==> config.mk <==
export PLATFORM = sky130hd
export DESIGN_NAME = ssm_scalar_stage
export DESIGN_NICKNAME = d
export VERILOG_FILES = /design/src/design/ssm_pkg.sv /design/src/design/ssm_scalar_stage.sv
export SDC_FILE = /design/constraint.sdc
export NUM_CORES = 2
export LEC_CHECK = 0
export ABC_AREA = 0
export BUFFER_PORTS_ARGS = -buffer_cell sky130_fd_sc_hd__buf_4
export CAP_MARGIN = 20
export CELL_PAD_IN_SITES_DETAIL_PLACEMENT = 1
export CELL_PAD_IN_SITES_GLOBAL_PLACEMENT = 2
export CORE_MARGIN = 2
export CORE_UTILIZATION = 36
export CTS_CLUSTER_DIAMETER = 60
export CTS_CLUSTER_SIZE = 28
export DETAILED_ROUTE_END_ITERATION = 7
export PLACE_DENSITY_LB_ADDON = 0.1
export SETUP_SLACK_MARGIN = 0.15
export SLEW_MARGIN = 10
export SYNTH_ARGS = -nofsm -noshare
export SYNTH_HDL_FRONTEND = slang
export SYNTH_SLANG_ARGS = --single-unit
==> constraint.sdc <==
create_clock -name clk -period 7.2 [get_ports clk]
set_clock_uncertainty 0.15 [all_clocks]
set_input_delay 1.08 -clock clk [delete_from_list [all_inputs] [get_ports clk]]
set_output_delay 1.08 -clock clk [all_outputs]
set_load 0.005 [all_outputs]
==> src/design/ssm_pkg.sv <==
/* q8.8 fixed-point format, pipeline structs and the saturating
   multiply, add and narrowing functions of the ssm block */
package ssm_pkg;

    // ====================
    // number format
    localparam int FX_W    = 16;   // data word
    localparam int FX_FRAC = 8;    // fraction bits of q8.8
    localparam int ACC_W   = 32;   // exact sums

    typedef logic signed [FX_W-1:0]  fx_t;
    typedef logic signed [ACC_W-1:0] acc_t;

    localparam fx_t FX_MAX = 16'sh7fff;   // +127.996
    localparam fx_t FX_MIN = 16'sh8000;   // -128.0

    // ====================
    // pipeline payloads

    // scalars that come with every tile
    typedef struct packed {
        fx_t dt;        // raw step
        fx_t dt_bias;   // step bias
        fx_t da;        // decay, already exponentiated
        fx_t x;         // channel input
        fx_t d;         // skip weight
    } tile_scalars_t;

    // scalar stage result, one per tile
    typedef struct packed {
        fx_t  dx;       // delta * x of this tile
        fx_t  xd;       // x * D of the group
        fx_t  da;
        logic first;    // first tile of its group
        logic last;     // last tile of its group
    } scalar_out_t;

    // ====================
    // arithmetic

    // clamp a wide value into the q8.8 range
    function automatic fx_t fx_sat(acc_t v);
        if (v > acc_t'(FX_MAX)) begin
            return FX_MAX;
        end
        if (v < acc_t'(FX_MIN)) begin
            return FX_MIN;
        end
        return fx_t'(v[FX_W-1:0]);
    endfunction

    // full product, arithmetic shift back to q8.8, then clamp
    function automatic fx_t fx_mul(fx_t a, fx_t b);
        acc_t prod;
        prod = a * b;                 // 16x16 signed fits in 32
        return fx_sat(prod >>> FX_FRAC);
    endfunction

    // saturating add of two q8.8 words
    function automatic fx_t fx_add(fx_t a, fx_t b);
        acc_t sum;
        sum = acc_t'(a) + acc_t'(b);  // no wrap in 32 bits
        return fx_sat(sum);
    endfunction

endpackage

==> src/design/ssm_scalar_stage.sv <==
/* scalar path: delta, dx and xD per tile, group position tags and
   first-tile capture of x and D, two register stages */
module ssm_scalar_stage #(
    parameter int N_TILE          = 4,
    parameter int TILES_PER_GROUP = 2
) (
    input  logic                   clk,
    input  logic                   rstn,
    input  logic                   tile_valid_i,
    input  ssm_pkg::tile_scalars_t scalars_i,
    input  ssm_pkg::fx_t           b_i     [N_TILE],
    input  ssm_pkg::fx_t           c_i     [N_TILE],
    input  ssm_pkg::fx_t           hprev_i [N_TILE],
    output logic                   sc_valid_o,
    output ssm_pkg::scalar_out_t   sc_o,
    output ssm_pkg::fx_t           b_o     [N_TILE],
    output ssm_pkg::fx_t           c_o     [N_TILE],
    output ssm_pkg::fx_t           hprev_o [N_TILE]
);
    localparam int CNT_W = (TILES_PER_GROUP > 1) ? $clog2(TILES_PER_GROUP) : 1;

    // ====================
    // group position
    logic [CNT_W-1:0] tile_cnt;          // tiles taken so far in this group
    logic             is_first;
    logic             is_last;
    ssm_pkg::fx_t     x_hold;            // x of the first tile
    ssm_pkg::fx_t     d_hold;            // D of the first tile
    ssm_pkg::fx_t     x_grp;             // x used for xD
    ssm_pkg::fx_t     d_grp;             // D used for xD

    assign is_first = (tile_cnt == '0);
    assign is_last  = (tile_cnt == CNT_W'(TILES_PER_GROUP - 1));
    assign x_grp    = is_first ? scalars_i.x : x_hold;   // first tile bypasses the hold
    assign d_grp    = is_first ? scalars_i.d : d_hold;

    always_ff @(posedge clk or negedge rstn) begin
        if (!rstn) begin
            tile_cnt <= '0;
            x_hold   <= '0;
            d_hold   <= '0;
        end else if (tile_valid_i) begin
            if (is_last) begin
                tile_cnt <= '0;          // wrap for the next group
            end else begin
                tile_cnt <= tile_cnt + 1'b1;
            end
            if (is_first) begin
                x_hold <= scalars_i.x;   // later tiles leave x and D alone
                d_hold <= scalars_i.d;
            end
        end
    end

    // ====================
    // stage 1: delta, xD, tags
    logic         s1_valid;
    ssm_pkg::fx_t s1_delta;
    ssm_pkg::fx_t s1_x;                  // own x of the tile, for dx
    ssm_pkg::fx_t s1_xd;
    ssm_pkg::fx_t s1_da;
    logic         s1_first;
    logic         s1_last;
    ssm_pkg::fx_t s1_b     [N_TILE];
    ssm_pkg::fx_t s1_c     [N_TILE];
    ssm_pkg::fx_t s1_hprev [N_TILE];

    always_ff @(posedge clk or negedge rstn) begin
        if (!rstn) begin
            s1_valid   <= 1'b0;
            sc_valid_o <= 1'b0;
        end else begin
            s1_valid   <= tile_valid_i;
            sc_valid_o <= s1_valid;      // stage 2 strobe
        end
    end

    always_ff @(posedge clk) begin
        if (tile_valid_i) begin
            s1_delta <= ssm_pkg::fx_add(scalars_i.dt, scalars_i.dt_bias);
            s1_xd    <= ssm_pkg::fx_mul(x_grp, d_grp);
            s1_x     <= scalars_i.x;
            s1_da    <= scalars_i.da;
            s1_first <= is_first;
            s1_last  <= is_last;
            s1_b     <= b_i;             // lanes ride along with the scalars
            s1_c     <= c_i;
            s1_hprev <= hprev_i;
        end
        // stage 2: dx
        if (s1_valid) begin
            sc_o.dx    <= ssm_pkg::fx_mul(s1_delta, s1_x);
            sc_o.xd    <= s1_xd;
            sc_o.da    <= s1_da;
            sc_o.first <= s1_first;
            sc_o.last  <= s1_last;
            b_o        <= s1_b;
            c_o        <= s1_c;
            hprev_o    <= s1_hprev;
        end
    end

endmodule

=== Word level (Yosys, flattened, before mapping) ===
Index checks and enable logic that the tools add are counted.

* Bitwise logic cells: 1
* $add $sub $neg: 2
* $lt $le $gt $ge: 6
* Muxes and demuxes: 30
* Multipliers: 2

{| class="wikitable"
|+ Operators with widths
! kind !! number
|-
| 2-to-1 mux 16 bit || 14
|-
| multiplier 16 x 16 -> 32 bit || 2
|-
| greater-than comparator 24 x 16 -> 1 bit, second input constant || 2
|-
| less-than comparator 24 x 16 -> 1 bit, second input constant || 2
|-
| adder 16 x 16 -> 17 bit || 1
|-
| greater-than comparator 17 x 16 -> 1 bit, second input constant || 1
|-
| less-than comparator 17 x 16 -> 1 bit, second input constant || 1
|-
| 2-to-1 mux 1 bit || 16
|-
| adder 1 bit, second input constant || 1
|-
| NOT 1 bit || 1
|}

* Flip-flop bits (word level): 535

=== Logic depth before layout (Yosys ltp) ===
* Depth after elaboration: 9
* Gate-level depth with buffers: 30

=== Least setup slack after synthesis ===
Ideal clock, no wire load.

* Path type: flip-flop to flip-flop
* From: register tile_cnt (netlist: is_last)
* To: register s1_xd[5], data pin
* Arrival: 7.549 ns
* Stages on the path, launching flop included: 30
* Data required time: 6.791 ns
* Setup time: 0.259 ns
* Period minus slack after synthesis: 7.958 ns
* Buffers on the path: 6
* Path slack: -0.758 ns
* Cell sequence: dfrtp_1 buf_4 clkbuf_1 buf_1 mux2i_1 nor2_1 fa_1 inv_1 fa_1 fa_1 inv_1 fa_1 fa_1 inv_1 fa_1 inv_1 ha_1 clkbuf_1 a21oi_1 nand2_1 a221oi_1 o21ai_0 or2_1 buf_2 o311a_1 a211oi_2 nand4b_1 o31ai_4 buf_6 o21ai_2

* Cells in the longest elaborated chain, start to end: 8
* Elaborated cells on any way between the ends: 13
* Classes of those cells: mul: 1; order compare: 2; mux: 10

{| class="wikitable"
|+ Ends and longest elaborated chain
! what !! line !! RTL
|-
| from (decl) || ssm_scalar_stage.sv:24 || <nowiki>logic [CNT_W-1:0] tile_cnt;</nowiki>
|-
| from (signal assigned) || ssm_scalar_stage.sv:46 || <nowiki>tile_cnt <= tile_cnt + 1'b1;</nowiki>
|-
| 2-to-1 mux 16 bit || n/a ||
|-
| multiplier 16 x 16 -> 32 bit (*) || ssm_pkg.sv:55 || <nowiki>prod = a * b;</nowiki>
|-
| less-than comparator 24 x 16 -> 1 bit || ssm_pkg.sv:46 || <nowiki>if (v < acc_t'(FX_MIN)) begin</nowiki>
|-
| 2-to-1 mux 1 bit (2 in series) || ssm_pkg.sv:46 ||
|-
| 2-to-1 mux 1 bit || ssm_scalar_stage.sv:79 || <nowiki>if (tile_valid_i) begin</nowiki>
|-
| 2-to-1 mux 16 bit || ssm_pkg.sv:49 || <nowiki>return fx_t'(v[FX_W-1:0]);</nowiki>
|-
| 2-to-1 mux 16 bit (*) || ssm_pkg.sv:46 ||
|-
| to (signal assigned) || ssm_scalar_stage.sv:81 || <nowiki>s1_xd <= ssm_pkg::fx_mul(x_grp, d_grp);</nowiki>
|-
| to (decl) || ssm_scalar_stage.sv:60 || <nowiki>ssm_pkg::fx_t s1_xd;</nowiki>
|}

Every way passes the cells marked *; elsewhere a longest branch is shown, timed or not. The select of a mux whose other input is x is not followed.
A chain may end at the register's enable or synchronous reset.

=== Worst setup path in the final report ===
* From: register tile_cnt (netlist: is_last)
* To: register s1_xd[0], data pin

Same word-level chain as after synthesis.

==> run summary <==
Library cell contributing the largest single delay on the critical path: fa_2. The cell count after synthesis is 2938, and the highest fanout seen on the critical path is 8. After synthesis, the cell types taking the most area are edfxtp_1, fa_1, inv_1.

After synthesis, the mean cell area works out to 12.7 um^2. The tools report the minimum setup slack after placement as -1.01 ns. The run gives 19800 um^2 as the area of combinational cells with multiple inputs.

Worst setup path category: register to register. Input and output buffers added on the ports amount to 517. The floorplan step defined a die boundary enclosing 106000 um^2. The run gives 4825 as the number of nets in the finished design. After clock tree synthesis, the clock-pin slew on the worst setup and hold paths is 0.09 ns. The most common cell type on the critical path was fa_1. Timing would allow up to 136 MHz. For the overall via count from detail_route, the log shows 24536. Category of the worst setup path capture point: a register. In the routed design, unresolved DRC markers number 0.

For the pin with the worst max-slew slack, the measured transition is 1.08 ns. For the final routed database, the setup TNS stands at -2.49 ns. The standard cell core area is 102000 um^2, and the cell count after placement is 5094.

The worst pin sits at a relative slew slack of 27.8%. The fraction of synthesis flops using an asynchronous set or reset pin is 6.54%. Of the cells placed in the final design, the portion with a size suffix greater than 1 is 34.3%.

Setup violations remaining at the end of the flow were counted as 21. STA puts the critical path data arrival time at 7.59 ns. In the global route stage, overall resource usage came out at 22.1%. The final reports fail on negative setup slack. Setup repair after global routing could not meet its margin everywhere. The tools report the number of CTS-inserted buffers as 46. The layout overhead on the synthesized area is 31.9%, and the quantity of hold-fixing buffers added after cts is 0. Final standard cell count with taps included and fillers excluded: 5258. Most frequent cell after synthesis: inv_1. The run gives 10730 as the filler cell count in the final layout. The flow ran to the end, but the final reports show violations.

The fraction of post-synthesis cell area in the top cell type by area was 40.4%. Once detail routing completed, the nets flagged for antenna violations numbered 0. At the end of routability-driven placement, the weighted congestion stood at 0.861. The hold-critical path depth came out at 0. The kind of path behind the tightest hold check is register to register. The tree is rooted in a clkbuf_16.

Synthesis inferred 535 register bits. Measured along the y axis, the die boundary spans 325 um. Pin placement for this block handled 518 I/O pins. Subtracting the final worst setup slack from the clock period gives 7.37 ns. After detailed routing, the average wire length per cell comes to 22.1 um. After detailed routing, the number of vias per cell comes to 4.67.

Worst setup margin: -0.175 ns. The kind of start point of the critical path is a register. The total iterations of the first detailed-routing run is 5. The number of antenna violations at the first check in global routing is 5. The total overflow left after global routing is 0. The net count after synthesis came out at 3910.

In this run, the number of DRC markers left after iteration 0 of detailed routing was 1185. The count of pins over their slew limit is 0. The synthesized design spends more area on one cell type than any other, namely edfxtp_1. Cells fill 48.0% of the core in the end. TritonCTS built the clock tree. After synthesis the cells add up to 37200 um^2.

Summed over all layers, the routed wires come to 116 mm. In this design, the stage delay of the slowest critical-path cell is 0.61 ns. The wire-length estimate of the detail-placed layout is 95.7 mm.

The tools report the total clock sinks as 535. The longest clock path from root to sink contains 3 buffers. Sequential elements use 42.7% of the synthesized area. The largest net degree at the start of global routing was 159. After floorplanning, the core was divided into 117 placement rows.

The final critical-path share of the clock period is 102%. The logs give 0 for the count of final hold-check violations and 2 for the count of H-tree levels built during CTS. By count the netlist is led by inv_1, fa_1, edfxtp_1. The unique cell type count in the Yosys netlist is 76, and the clock latency reported for the late side of the worst-skew pair is 0.62 ns. Across the run, the number of max-cap violations was 0. The number of enable flip-flop cells after synthesis works out to 500.

The first global-routing pass estimated 177 mm of wire. The most frequently used flop master after synthesis was edfxtp_1. The logic depth of the worst register-to-register path works out to 30. The die outline width is 325 um, and the data required time at the worst endpoint is 7.41 ns.

For the effective utilization at floorplan, the log shows 36.4%. The area taken by flip-flops and latches is 15900 um^2, and the via count of the first global-routing pass is 27953. For this run, the number of Yosys warnings is 0.
[critical path, delay by kind of cell (launching register included)]
kind	cells	cell delay, ns
buf+inv	11	1.29
flops	1	0.50
mux	1	0.18
compound gates	6	0.84
fa+ha+maj	7	3.36
simple gates	5	0.76
[sequential cells by signal, indices dropped and copies added, names as in the netlist, 50 cells and up]
register,count
b_o,64
c_o,64
hprev_o,64
s1_b,64
s1_c,64
s1_hprev,64
sc_o,50
[cells by family (layout without fill, tap and decap cells)]
kind of cell | count (synthesis) | after routing | share of synthesized area, %
AOI/OAI and AO/OA | 205 | 205 | 3.84
other | 0 | 2 | 0
adders and majority gates | 697 | 697 | 34.0
and+or+nand+nor | 635 | 635 | 7.85
muxes | 89 | 90 | 2.59
DFF | 535 | 535 | 42.7
buffers and inverters | 701 | 1650 | 7.16
xor gates and xnor gates | 76 | 76 | 1.79
[final cells by class]
cell class                      count  area share (%)
Antenna cell                        2          0.0102
Clock buffer                       46            2.35
Clock inverter                     37            1.01
Inverter                          631            4.83
Multi-Input combinational cell   1703            40.4
Sequential cell                   535            32.4
Tap cell                         1368            3.49
Timing Repair Buffer              936            15.4
[cell usage in the layout, fill, tap and decap left out, types with 10 or more instances in the layout]
master and count:
xnor2_1 53, mux2i_4 11, nor2_1 142, nand3_1 16, edfxtp_1 500, o21ai_0 16
ha_1 153, fa_2 35, buf_4 866, xor2_1 16, dfrtp_1 33, a21oi_1 40
mux2i_1 12, buf_12 22, clkbuf_16 46, o21a_1 14, o21ai_2 23, a21o_1 20
mux2_2 43, inv_2 35, ha_4 19, o21bai_1 10, buf_6 42, nor2_2 14
mux2_4 16, nand2_1 249, inv_1 596, nor2b_1 10, nand2b_1 15, fa_1 488
nand2_2 11, and2_1 111
[metrics by stage]
| step | hold slack, ns | cell area [um^2] |
|---|---|---|
| floorplan | 0.250 | 37400 |
| global placement | 0.250 | 45400 |
| detailed placement | 0.255 | 45400 |
| CTS | 0.240 | 48400 |
| global route | 0.252 | 49000 |
| finish | 0.246 | 49000 |
[repair_timing]
action | CTS | global route
gates cloned | 5 | 2
gates resized for setup | 188 | 119
pin swaps | 74 | 42
setup buffers | 49 | 23
endpoints found under the setup margin | 31 | 32
[path summary, 6_finish.rpt]
kind	from	to	slack [ns]
setup / recovery	is_last	s1_xd[0]	-0.17
max in group asynchronous	rstn	is_last	6.11
hold / removal	s1_b[4]	b_o[4]	0.25
setup reg to reg	is_last	s1_xd[0]	-0.17
min in group asynchronous	rstn	sc_valid_o	0.29
hold reg to reg	s1_b[4]	b_o[4]	0.25
[metal layers]
layer | global-route usage, % | part of all wire (%)
met1 | 27.5 | 41
met4 | 4.47 | 2.0
met2 | 41.0 | 53
met3 | 2.68 | 3.3
met5 | 0 | 0.024
Power is left out: the tool's default activity adds up to more than one toggle a clock period on the data nets, which glitch-free logic cannot reach.
