File: src/design/ssm_pkg.sv
/* q8.8 fixed-point format, pipeline structs and the saturating
   multiply, add and narrowing functions of the ssm block */
package ssm_pkg;

    // ====================
    // number format
    localparam int FX_W    = 16;   // data word
    localparam int FX_FRAC = 8;    // fraction bits of q8.8
    localparam int ACC_W   = 32;   // exact sums

    typedef logic signed [FX_W-1:0]  fx_t;
    typedef logic signed [ACC_W-1:0] acc_t;

    localparam fx_t FX_MAX = 16'sh7fff;   // +127.996
    localparam fx_t FX_MIN = 16'sh8000;   // -128.0

    // ====================
    // pipeline payloads

    // scalars that come with every tile
    typedef struct packed {
        fx_t dt;        // raw step
        fx_t dt_bias;   // step bias
        fx_t da;        // decay, already exponentiated
        fx_t x;         // channel input
        fx_t d;         // skip weight
    } tile_scalars_t;

    // scalar stage result, one per tile
    typedef struct packed {
        fx_t  dx;       // delta * x of this tile
        fx_t  xd;       // x * D of the group
        fx_t  da;
        logic first;    // first tile of its group
        logic last;     // last tile of its group
    } scalar_out_t;

    // ====================
    // arithmetic

    // clamp a wide value into the q8.8 range
    function automatic fx_t fx_sat(acc_t v);
        if (v > acc_t'(FX_MAX)) begin
            return FX_MAX;
        end
        if (v < acc_t'(FX_MIN)) begin
            return FX_MIN;
        end
        return fx_t'(v[FX_W-1:0]);
    endfunction

    // full product, arithmetic shift back to q8.8, then clamp
    function automatic fx_t fx_mul(fx_t a, fx_t b);
        acc_t prod;
        prod = a * b;                 // 16x16 signed fits in 32
        return fx_sat(prod >>> FX_FRAC);
    endfunction

    // saturating add of two q8.8 words
    function automatic fx_t fx_add(fx_t a, fx_t b);
        acc_t sum;
        sum = acc_t'(a) + acc_t'(b);  // no wrap in 32 bits
        return fx_sat(sum);
    endfunction

endpackage

File: src/design/ssm_group_accum.sv
/* lane reduction, accumulation over the tiles of a group and the
   final y = sum + xD with its one-cycle valid pulse */
module ssm_group_accum #(
    parameter int N_TILE = 4
) (
    input  logic         clk,
    input  logic         rstn,
    input  logic         hc_valid_i,
    input  ssm_pkg::fx_t hc_tile_i [N_TILE],
    input  logic         hc_last_i,
    input  ssm_pkg::fx_t xd_i,
    output ssm_pkg::fx_t y_o,
    output logic         y_valid_o
);

    // ====================
    // lane reduction
    ssm_pkg::acc_t lane_sum;   // exact, no saturation here

    always_comb begin
        lane_sum = '0;
        for (int n = 0; n < N_TILE; n++) begin
            lane_sum = lane_sum + ssm_pkg::acc_t'(hc_tile_i[n]);   // sign extend each lane
        end
    end

    // ====================
    // stage 1: tile sum
    logic          s1_valid;
    logic          s1_last;
    ssm_pkg::acc_t s1_sum;
    ssm_pkg::fx_t  s1_xd;

    always_ff @(posedge clk or negedge rstn) begin
        if (!rstn) begin
            s1_valid <= 1'b0;
        end else begin
            s1_valid <= hc_valid_i;
        end
    end

    always_ff @(posedge clk) begin
        if (hc_valid_i) begin
            s1_sum  <= lane_sum;
            s1_last <= hc_last_i;
            s1_xd   <= xd_i;        // only looked at with the last tile
        end
    end

    // ====================
    // stage 2: group accumulate or emit
    ssm_pkg::acc_t grp_acc;    // sum of the earlier tiles of the group
    ssm_pkg::acc_t grp_total;  // everything that goes into y

    // the closing tile never enters grp_acc, it is added on the way out
    assign grp_total = grp_acc + s1_sum + ssm_pkg::acc_t'(s1_xd);

    always_ff @(posedge clk or negedge rstn) begin
        if (!rstn) begin
            grp_acc   <= '0;
            y_o       <= '0;
            y_valid_o <= 1'b0;
        end else begin
            y_valid_o <= 1'b0;      // pulse by default low
            if (s1_valid) begin
                if (s1_last) begin
                    y_o       <= ssm_pkg::fx_sat(grp_total);   // single clamp at the end
                    y_valid_o <= 1'b1;
                    grp_acc   <= '0;                           // ready for the next group
                end else begin
                    grp_acc   <= grp_acc + s1_sum;
                end
            end
        end
    end

endmodule

File: config.mk
export PLATFORM = sky130hd
export DESIGN_NAME = ssm_group_accum
export DESIGN_NICKNAME = d
export VERILOG_FILES = /design/src/design/ssm_pkg.sv /design/src/design/ssm_group_accum.sv
export SDC_FILE = /design/constraint.sdc
export NUM_CORES = 1
export LEC_CHECK = 0
export BUFFER_PORTS_ARGS = -buffer_cell sky130_fd_sc_hd__buf_4
export CORE_MARGIN = 1
export CORE_UTILIZATION = 30
export DETAILED_ROUTE_END_ITERATION = 7
export SLEW_MARGIN = 20
export SYNTH_ARGS = -nofsm -noshare
export SYNTH_HDL_FRONTEND = slang
export SYNTH_SLANG_ARGS = --single-unit
File: constraint.sdc
create_clock -name clk -period 4.73 [get_ports clk]
set_input_delay 0 -clock clk [delete_from_list [all_inputs] [get_ports clk]]
set_output_delay 0 -clock clk [all_outputs]
set_load 0.02 [all_outputs]
# Word-level counts from Yosys, hierarchy flattened
# Index checks and enable logic that the tools add are counted.
dict set report classes {
  n_addsub 5
  n_lt_le_gt_ge 2
  n_mux 14
  reduce_logical 1
}
# op count
set op_table {}
lappend op_table {{2-to-1 mux 16 bit} 4}
lappend op_table {{adder 32 x 16 -> 32 bit} 1}
lappend op_table {{adder 32 bit} 1}
lappend op_table {{greater-than comparator 32 x 16 -> 1 bit, second input constant} 1}
lappend op_table {{< comparator 32 x 16 -> 1 bit, second input constant} 1}
lappend op_table {{2-to-1 mux 32 bit} 1}
lappend op_table {{adder 18 x 16 -> 19 bit} 1}
lappend op_table {{adder 17 x 16 -> 18 bit} 1}
lappend op_table {{adder 16 x 16 -> 17 bit} 1}
lappend op_table {{2-to-1 mux 1 bit} 9}
lappend op_table {{AND reduction 2 bit} 1}
dict set report totals {
  regBits 99
  output_inout_bits 17
  wordCells 29
}

# Depth between registers and ports, before layout
# Gate-level depths: netlist of run 1.
dict set report logic_depth {
  word_depth 11
  depth_mapped 27
}

# Worst setup path before layout of run 1
# Ideal clock, no wire load.
dict set report synth_path {
  kind {reg2reg}
  from {reg s1_sum[12]}
  to {reg y_o[11]}
  setup_time_ns 0.131
  t_arrival_ns 4.786
  t_required_ns 4.599
  path_slack_ns -0.187
  stages_incl_launch_ff 23
  cell_sequence {edfxtp_1 -> ha_1 -> o211a_1 -> a211o_1 -> a31o_1 -> a21o_4 -> a21o_1 -> a21o_1 -> a21o_1 -> a21oi_1 -> xnor2_1 -> ha_1 -> or2_2 -> a21oi_1 -> o21ba_2 -> a2111oi_0 -> nor3_1 -> o31ai_1 -> xnor2_1 -> xnor2_2 -> o21ai_4 -> buf_6 -> o22ai_2}
}
dict set report synth_via {
  elab_chain_cells 9
  word_cells_on_any_way 14
  cone_classes {2 x add/sub; 2 x order compare; 10 x mux}
}
# element line_no
set synth_rtl {}
lappend synth_rtl {{start: declaration} ssm_group_accum.sv:31} ;# ssm_pkg::acc_t s1_sum;
lappend synth_rtl {{start signal: assignment} ssm_group_accum.sv:44} ;# s1_sum <= lane_sum;
lappend synth_rtl {{adder 32 bit *} ssm_group_accum.sv:56} ;# assign grp_total = grp_acc + s1_sum + ssm_pkg::acc_t'(s1_xd);
lappend synth_rtl {{adder 32 x 16 -> 32 bit *} ssm_group_accum.sv:56}
lappend synth_rtl {{< comparator 32 x 16 -> 1 bit} ssm_pkg.sv:46} ;# if (v < acc_t'(FX_MIN)) begin
lappend synth_rtl {{2-to-1 mux 1 bit (2 in series)} ssm_pkg.sv:46}
lappend synth_rtl {{2-to-1 mux 1 bit} ssm_group_accum.sv:66} ;# if (s1_last) begin
lappend synth_rtl {{2-to-1 mux 1 bit} ssm_group_accum.sv:65} ;# if (s1_valid) begin
lappend synth_rtl {{2-to-1 mux 16 bit} ssm_pkg.sv:49} ;# return fx_t'(v[FX_W-1:0]);
lappend synth_rtl {{2-to-1 mux 16 bit *} ssm_pkg.sv:46}
lappend synth_rtl {{end signal: assignment} ssm_group_accum.sv:67} ;# y_o <= ssm_pkg::fx_sat(grp_total);
lappend synth_rtl {{end: declaration} ssm_group_accum.sv:12} ;# output ssm_pkg::fx_t y_o,
# Every way passes the cells marked *; elsewhere a longest branch is shown, timed or not. The select of a mux whose other input is x is not followed.
# A chain may end at the register's enable or synchronous reset.

# Final worst setup path of run 1
dict set report layout_path {
  from {reg grp_acc[0]}
  to {reg y_o[6]}
}
dict set report layout_via {
  elab_chain_cells 9
  word_cells_on_any_way 14
  cone_classes {2 x add/sub; 2 x order compare; 10 x mux}
}
# element line_no
set layout_rtl {}
lappend layout_rtl {{start: declaration} ssm_group_accum.sv:52} ;# ssm_pkg::acc_t grp_acc;
lappend layout_rtl {{start signal: assignment} ssm_group_accum.sv:71} ;# grp_acc <= grp_acc + s1_sum;
lappend layout_rtl {{adder 32 bit *} ssm_group_accum.sv:56}
lappend layout_rtl {{adder 32 x 16 -> 32 bit *} ssm_group_accum.sv:56}
lappend layout_rtl {{< comparator 32 x 16 -> 1 bit} ssm_pkg.sv:46}
lappend layout_rtl {{2-to-1 mux 1 bit (2 in series)} ssm_pkg.sv:46}
lappend layout_rtl {{2-to-1 mux 1 bit} ssm_group_accum.sv:66}
lappend layout_rtl {{2-to-1 mux 1 bit} ssm_group_accum.sv:65}
lappend layout_rtl {{2-to-1 mux 16 bit} ssm_pkg.sv:49}
lappend layout_rtl {{2-to-1 mux 16 bit *} ssm_pkg.sv:46}
# Marks and branches as above.

==> flow_metrics.tcl, run 1 <==
set metrics [dict create \
    syn_inst 792 \
    grt.overflow.total 0 \
    routedWlPerCell_microns 14.64 \
    start_util_pct 30.75 \
    antenna_found_initial 0 \
    worstPathMaxFanout 6 \
    ctsHtreeMaxLevel 3 \
    die-area_sq_um 26530 \
    ant_nets 0 \
    final_max_slew_viol_count 0 \
    tightest_slew_ps 1055 \
    synth-seq-area-share_pct 30.04 \
    cpLargestDelayFamily "compound AO/OA/AOI/OAI gates" \
    synthFlopType "dfrtp_1" \
    multi_input_area_sq_um 5578 \
    synth_area_per_cell_sq_um 9.804 \
    grt_pass1_wl_microns 34020 \
    firstDrtPassIters 5 \
    cts_tree "done" \
    violations "negative setup slack" \
    grt_pass1_vias 7015 \
    max_stage_delay_ps 390 \
    ys_types 69 \
    vias_per_cell 4.962 \
    crit_slowest_cell "fa_2" \
    hold_class "in2reg" \
    dpl.hpwl_microns 15000 \
    cp.arrival_ps 5280 \
    routed_wl_microns 20210 \
    core_sq_um 25250 \
    crit_buf_inv 4 \
    outcome "complete, but fails checks" \
    clock.fmax_ghz 0.1981 \
    die_y_microns 162.9 \
    rsz0062_at_grt "true" \
    critPathRequiredTime_ps 4960 \
    cts-buffers-inserted 9 \
    setup.worst_path.class "reg2reg" \
    nets 1246 \
    layout_commonest_cell "buf_4" \
    io_pins 101 \
    ys.warnings.count 0 \
    cp-end-kind "flop" \
    via_count 6853 \
    yosysTopAreaCell "dfrtp_1" \
    clk_latency_ps 360 \
    skew_ps 11.77 \
    cts-root-buf "clkbuf_16" \
    clkTransAtPathRegs_ps 70 \
    synthArstFlopShare_pct 58.14 \
    grt_max_degree 51 \
    start_kind "flop" \
    track_usage_pct 15.85 \
    cts.sinks 86 \
    rows 58 \
    slew_headroom_pct 29.24 \
    dp_slack_ps -566.8 \
    syn_nets 992 \
    num-fill-cells 2460 \
    ys_seq_elements 86 \
    layout-drive-gt1-share_pct 32.06 \
    regArea_sq_um 2332 \
    port_buffers 100 \
    die_w_microns 162.9 \
    drv_cap 0 \
    diodes 0 \
    setup_slack_ps -317.8 \
    finalHoldViolCount 0 \
    clockBufferDepth 2 \
    synthToLayoutAreaGrowth_pct 39.59 \
    drc 0 \
    syn_area_sq_um 7765 \
    gp_congestion 0.8642 \
    finalSetupViolCount 16 \
    dr.first_iter.drc_count 437 \
    synth-edff-count 36 \
    synthDominantCellAreaShare_pct 16.11 \
    period_share_pct 106.7 \
    synthTopCellsByArea "dfrtp_1 16%, edfxtp_1 14%, ha_1 13%" \
    layout_min_cycle_time_ps 5048 \
    final_cell_mix "238 x buf_4, 75 x ha_1, 60 x nor2_1" \
]
## worst register-to-register path: cells and delay by family (launching register included)
kind / cells / cell delay [ps]
AOI/OAI and AO/OA: 13 / 2100
xor gates and xnor gates: 2 / 280
adders and majority gates: 3 / 830
buffers and inverters: 4 / 540
DFF: 1 / 360
and+or+nand+nor: 5 / 820
## cell families (layout without fill, tap and decap cells)
family / count (synthesis) / after routing / synth area share (%)
AO/OA/AOI/OAI: 278 / 278 / 25.30
AND/OR/NAND/NOR: 195 / 195 / 12.50
adder cells (fa/ha/maj): 116 / 116 / 22.08
flip-flops: 86 / 86 / 30.04
XOR/XNOR: 64 / 64 / 7.316
buffers and inverters: 53 / 312 / 2.771
## final cells by class
class / instances / share of cell area [%]
Timing Repair Buffer: 263 / 19.30
Multi-Input combinational cell: 653 / 51.46
Clock inverter: 5 / 0.3348
Sequential cell: 86 / 21.52
Clock buffer: 11 / 2.436
Inverter: 33 / 1.143
Tap cell: 330 / 3.809
## sequential cells by signal, summed over array words and instances (netlist names)
name,flops
s1_last,1
s1_xd,16
y_o,16
y_valid_o,1
s1_valid,1
grp_acc,32
s1_sum,19
## path summary, 6_finish.rpt
| path | from | endpoint | slack, ps | depth (start not counted) |
|---|---|---|---|---|
| worst max-delay path | grp_acc[0] | y_o[6] | -320 | 27 |
| worst min-delay path | hc_valid_i | s1_valid | 40 | 1 |
| min in group asynchronous | rstn | grp_acc[7] | 250 | 2 |
| worst min register to register | y_o[15] | y_o[15] | 490 | 2 |
| worst max register to register | grp_acc[0] | y_o[6] | -320 | 27 |
| max in group asynchronous | rstn | y_o[15] | 4000 | 2 |
## Yosys cell counts, types with 3 or more instances
library cell,instances
edfxtp_1,36
nand2_1,39
dfrtp_1,50
xor2_1,17
o21ai_0,56
a211oi_1,3
a2111oi_0,4
a31o_2,3
a22o_1,27
o21a_1,13
nand2b_1,3
o31ai_1,3
xnor2_1,46
a31oi_1,8
fa_1,35
and2_1,5
o21bai_1,6
or3_1,6
nor3_1,8
a211o_1,5
inv_1,32
o31a_1,4
o22ai_2,10
ha_1,81
a21boi_0,7
nor4b_1,4
or2_2,5
nand4_1,10
nand3_1,13
nor2b_1,15
a21oi_1,58
clkbuf_1,17
nor4_1,3
o22ai_1,6
a21o_1,33
o211ai_1,9
and3_1,11
nor2_1,64
and4_1,3
## stage by stage
stage | TNS, ps | hold slack [ps] | cell area (sq um) | instances | utilization [%]
after detailed placement | -7897 | 100.6 | 9727 | 1315 | 38.52
final | -4569 | 41.92 | 10840 | 1381 | 42.92
after global routing | -9773 | 49.10 | 10840 | 1381 | 42.92
after floorplan | 0 | -295.6 | 7794 | 792 | -
after CTS | -4044 | 43.84 | 10610 | 1380 | 42.03
after global placement | -7914 | 94.77 | 9727 | 1315 | 38.52
## layer usage
layer | vias up | part of all wire (%) | GRT usage [%]
met5 | - | 0 | 0
met3 | 12 | 3.0 | 2.215
met1 | 3267 | 50 | 21.94
met4 | 0 | 1.0 | 4.291
met2 | 109 | 46 | 25.69
li1 | 3465 | - | -
## timing repair
action	CTS	global route
gates cloned	1	1
endpoints found under the hold margin	68	0
gates resized for setup	29	41
pin swaps	33	57
hold buffers	19	0
endpoints found under the setup margin	16	17
buffers inserted	29	5
Power of run 1 is not shown: default switching activity piles up to over one toggle a cycle in this logic, so the estimate is an artifact.
==> run 2: changes to the inputs <==
Settings changed: BUFFER_PORTS_ARGS -buffer_cell sky130_fd_sc_hd__buf_4 to unset, DONT_BUFFER_PORTS set to 1.
==> run 2 against run 1 <==
  * The flow still finishes with violations (negative setup slack)
  * Non-clock buffer count fell by 91
  * Clock-buffer cell count rose by 1
  * Register-to-register slack barely moved
  * Hold slack got worse by 3.2 ps
  * Core utilization fell by 2.4 points
  * Fmax barely moved
  * Wire length fell by 2.5%
  * Sequential share of layout area rose by 1.3 points
  * Cell area fell by 5.5%
  * Sequential cell count did not move
  * Largest cell class unchanged
  * Highest routed layer unchanged
==> flow_metrics.tcl, run 2 (same netlist as run 1, synthesis figures left out) <==
set metrics [dict create \
    largest_register_ffs 32 \
    worstPathMaxFanout 7 \
    io_pins 101 \
    dr.first_iter.drc_count 452 \
    port_buffers 0 \
    track_usage_pct 15.26 \
    via_count 6598 \
    drc 0 \
    violations "negative setup slack" \
    grt_pass1_wl_microns 32510 \
    num-fill-cells 2426 \
    outcome "complete, but fails checks" \
    regMostFlops "grp_acc" \
    clk_latency_ps 360 \
    post_dp_cell_area_sq_um 9111 \
    cp.arrival_ps 5270 \
    setup.worst_path.class "reg2reg" \
    ctsHtreeMaxLevel 3 \
    routed_wl_microns 19720 \
    grt.overflow.total 0 \
    tightest_slew_ps 771.4 \
    dpl.hpwl_microns 14750 \
    r2r_end "y_o[0]" \
    die_y_microns 162.9 \
    layout_min_cycle_time_ps 5048 \
    layout-drive-gt1-share_pct 25.94 \
    reg2reg_depth 27 \
    period_share_pct 106.7 \
    final_area_sq_um 10240 \
    cts-buffers-inserted 9 \
    skew_ps 15.46 \
    vias_per_cell 5.115 \
    finalSetupViolCount 15 \
    drv_cap 0 \
    worstSetupStartpoint "grp_acc[0]" \
    setup_slack_ps -318.4 \
    cts-root-buf "clkbuf_16" \
    synthToLayoutAreaGrowth_pct 31.92 \
    cts.sinks 86 \
    use_met2_pct 24.45 \
    rows 58 \
    globalRouteMet1Util_pct 21.50 \
    layout_commonest_cell "buf_4" \
    antenna_found_initial 0 \
    start_util_pct 30.75 \
    grt_max_degree 51 \
    reg2reg_from "grp_acc[0]" \
    grt_most_used_layer "met2" \
    firstDrtPassIters 4 \
    routedWlPerCell_microns 15.28 \
    slew_headroom_pct 48.57 \
    finalHoldViolCount 0 \
    critPathRequiredTime_ps 4950 \
    die_w_microns 162.9 \
    die-area_sq_um 26530 \
    ant_nets 0 \
    final_max_slew_viol_count 0 \
    final_cell_mix "141 x buf_4, 76 x ha_1, 60 x nor2_1" \
    final_util_pct 40.56 \
    nets 1155 \
    top_regs "grp_acc: 32 flops, s1_sum: 19 flops" \
    r2r_slack_ps -320 \
    clock.fmax_ghz 0.1981 \
    start_kind "flop" \
    rsz0062_at_grt "true" \
    diodes 0 \
    gp_congestion 0.8626 \
    clockBufferDepth 2 \
    grt_use_met3_pct 2.496 \
    core_sq_um 25250 \
    cp-end-kind "flop" \
    hold_class "in2reg" \
    grt_pass1_vias 6435 \
    cts_tree "done" \
    setup.worst_path.end "y_o[0]" \
    clkTransAtPathRegs_ps 70 \
]
==> run 2: what timing repair did <==
action / 4_1_cts / 5_1_grt
hold buffers: 23 / 0
pin swaps: 42 / 49
hold endpoints to repair: 105 / 0
buffers inserted: 10 / 9
setup endpoints to repair: 16 / 16
resized for setup: 45 / 41
cloned: 1 / 1
==> run 2: per-layer routing <==
metal	vias up	part of all wire, %
met5	-	0
met4	0	0.91
met3	13	3.5
met2	111	46
met1	3186	49
li1	3288	-
==> run 2: how the worst min path moves through the flow <==
| stage | from | to | slack (ps) | cells past startpoint |
|---|---|---|---|---|
| 6_report | hc_tile_i[49] | s1_sum[1] | 40 | 2 |
| 5_1_grt | hc_tile_i[49] | s1_sum[1] | 50 | 2 |
| 4_1_cts | hc_tile_i[49] | s1_sum[1] | 30 | 2 |
| 3_5_place_dp | rstn | grp_acc[7] | -290 | 0 |
| 3_3_place_gp | rstn | grp_acc[7] | -290 | 0 |
| 2_1_floorplan | rstn | grp_acc[0] | -300 | 0 |
==> run 2: through the flow <==
step / worst slack (ps) / cells / setup TNS [ps] / hold slack, ps
floorplan: 23.50 / 792 / 0 / -295.6
global placement: -541.9 / 1233 / -8096 / -292.9
detailed placement: -559.5 / 1233 / -8309 / -293.0
CTS: -227.5 / 1283 / -3269 / 26.86
global route: -628.0 / 1290 / -9417 / 45.87
finish: -318.4 / 1290 / -4469 / 38.71
==> run 2: critical path, cell delays in order (launching register included) <==
cell,delay (ps)
dfrtp_1,350
ha_2,190
inv_2,40
fa_2,410
nor2b_2,130
o21ai_2,70
a21boi_2,170
o21a_1,150
o211ai_1,120
a31oi_1,180
buf_4,150
a41o_1,200
o21ba_4,160
a31oi_4,90
xnor2_2,160
ha_1,300
buf_4,100
and3_4,180
nand4_1,140
a2111oi_4,340
nor3_4,100
o31ai_2,260
xnor2_2,160
xnor2_2,130
buf_4,160
a21oi_4,180
clkbuf_16,190
o22ai_2,60
==> run 2: final cells by class <==
| class | instances | area [sq um] | share of cell area (%) |
|---|---|---|---|
| clock buffer | 12 | 236.5 | 2.309 |
| clock inverter | 4 | 72.57 | 0.7084 |
| inverter | 33 | 123.9 | 1.209 |
| multi-input combinational | 653 | 5624 | 54.90 |
| sequential | 86 | 2332 | 22.77 |
| tap | 330 | 412.9 | 4.031 |
| timing repair buffer | 172 | 1441 | 14.07 |
Power of run 2 is left out for the same reason.
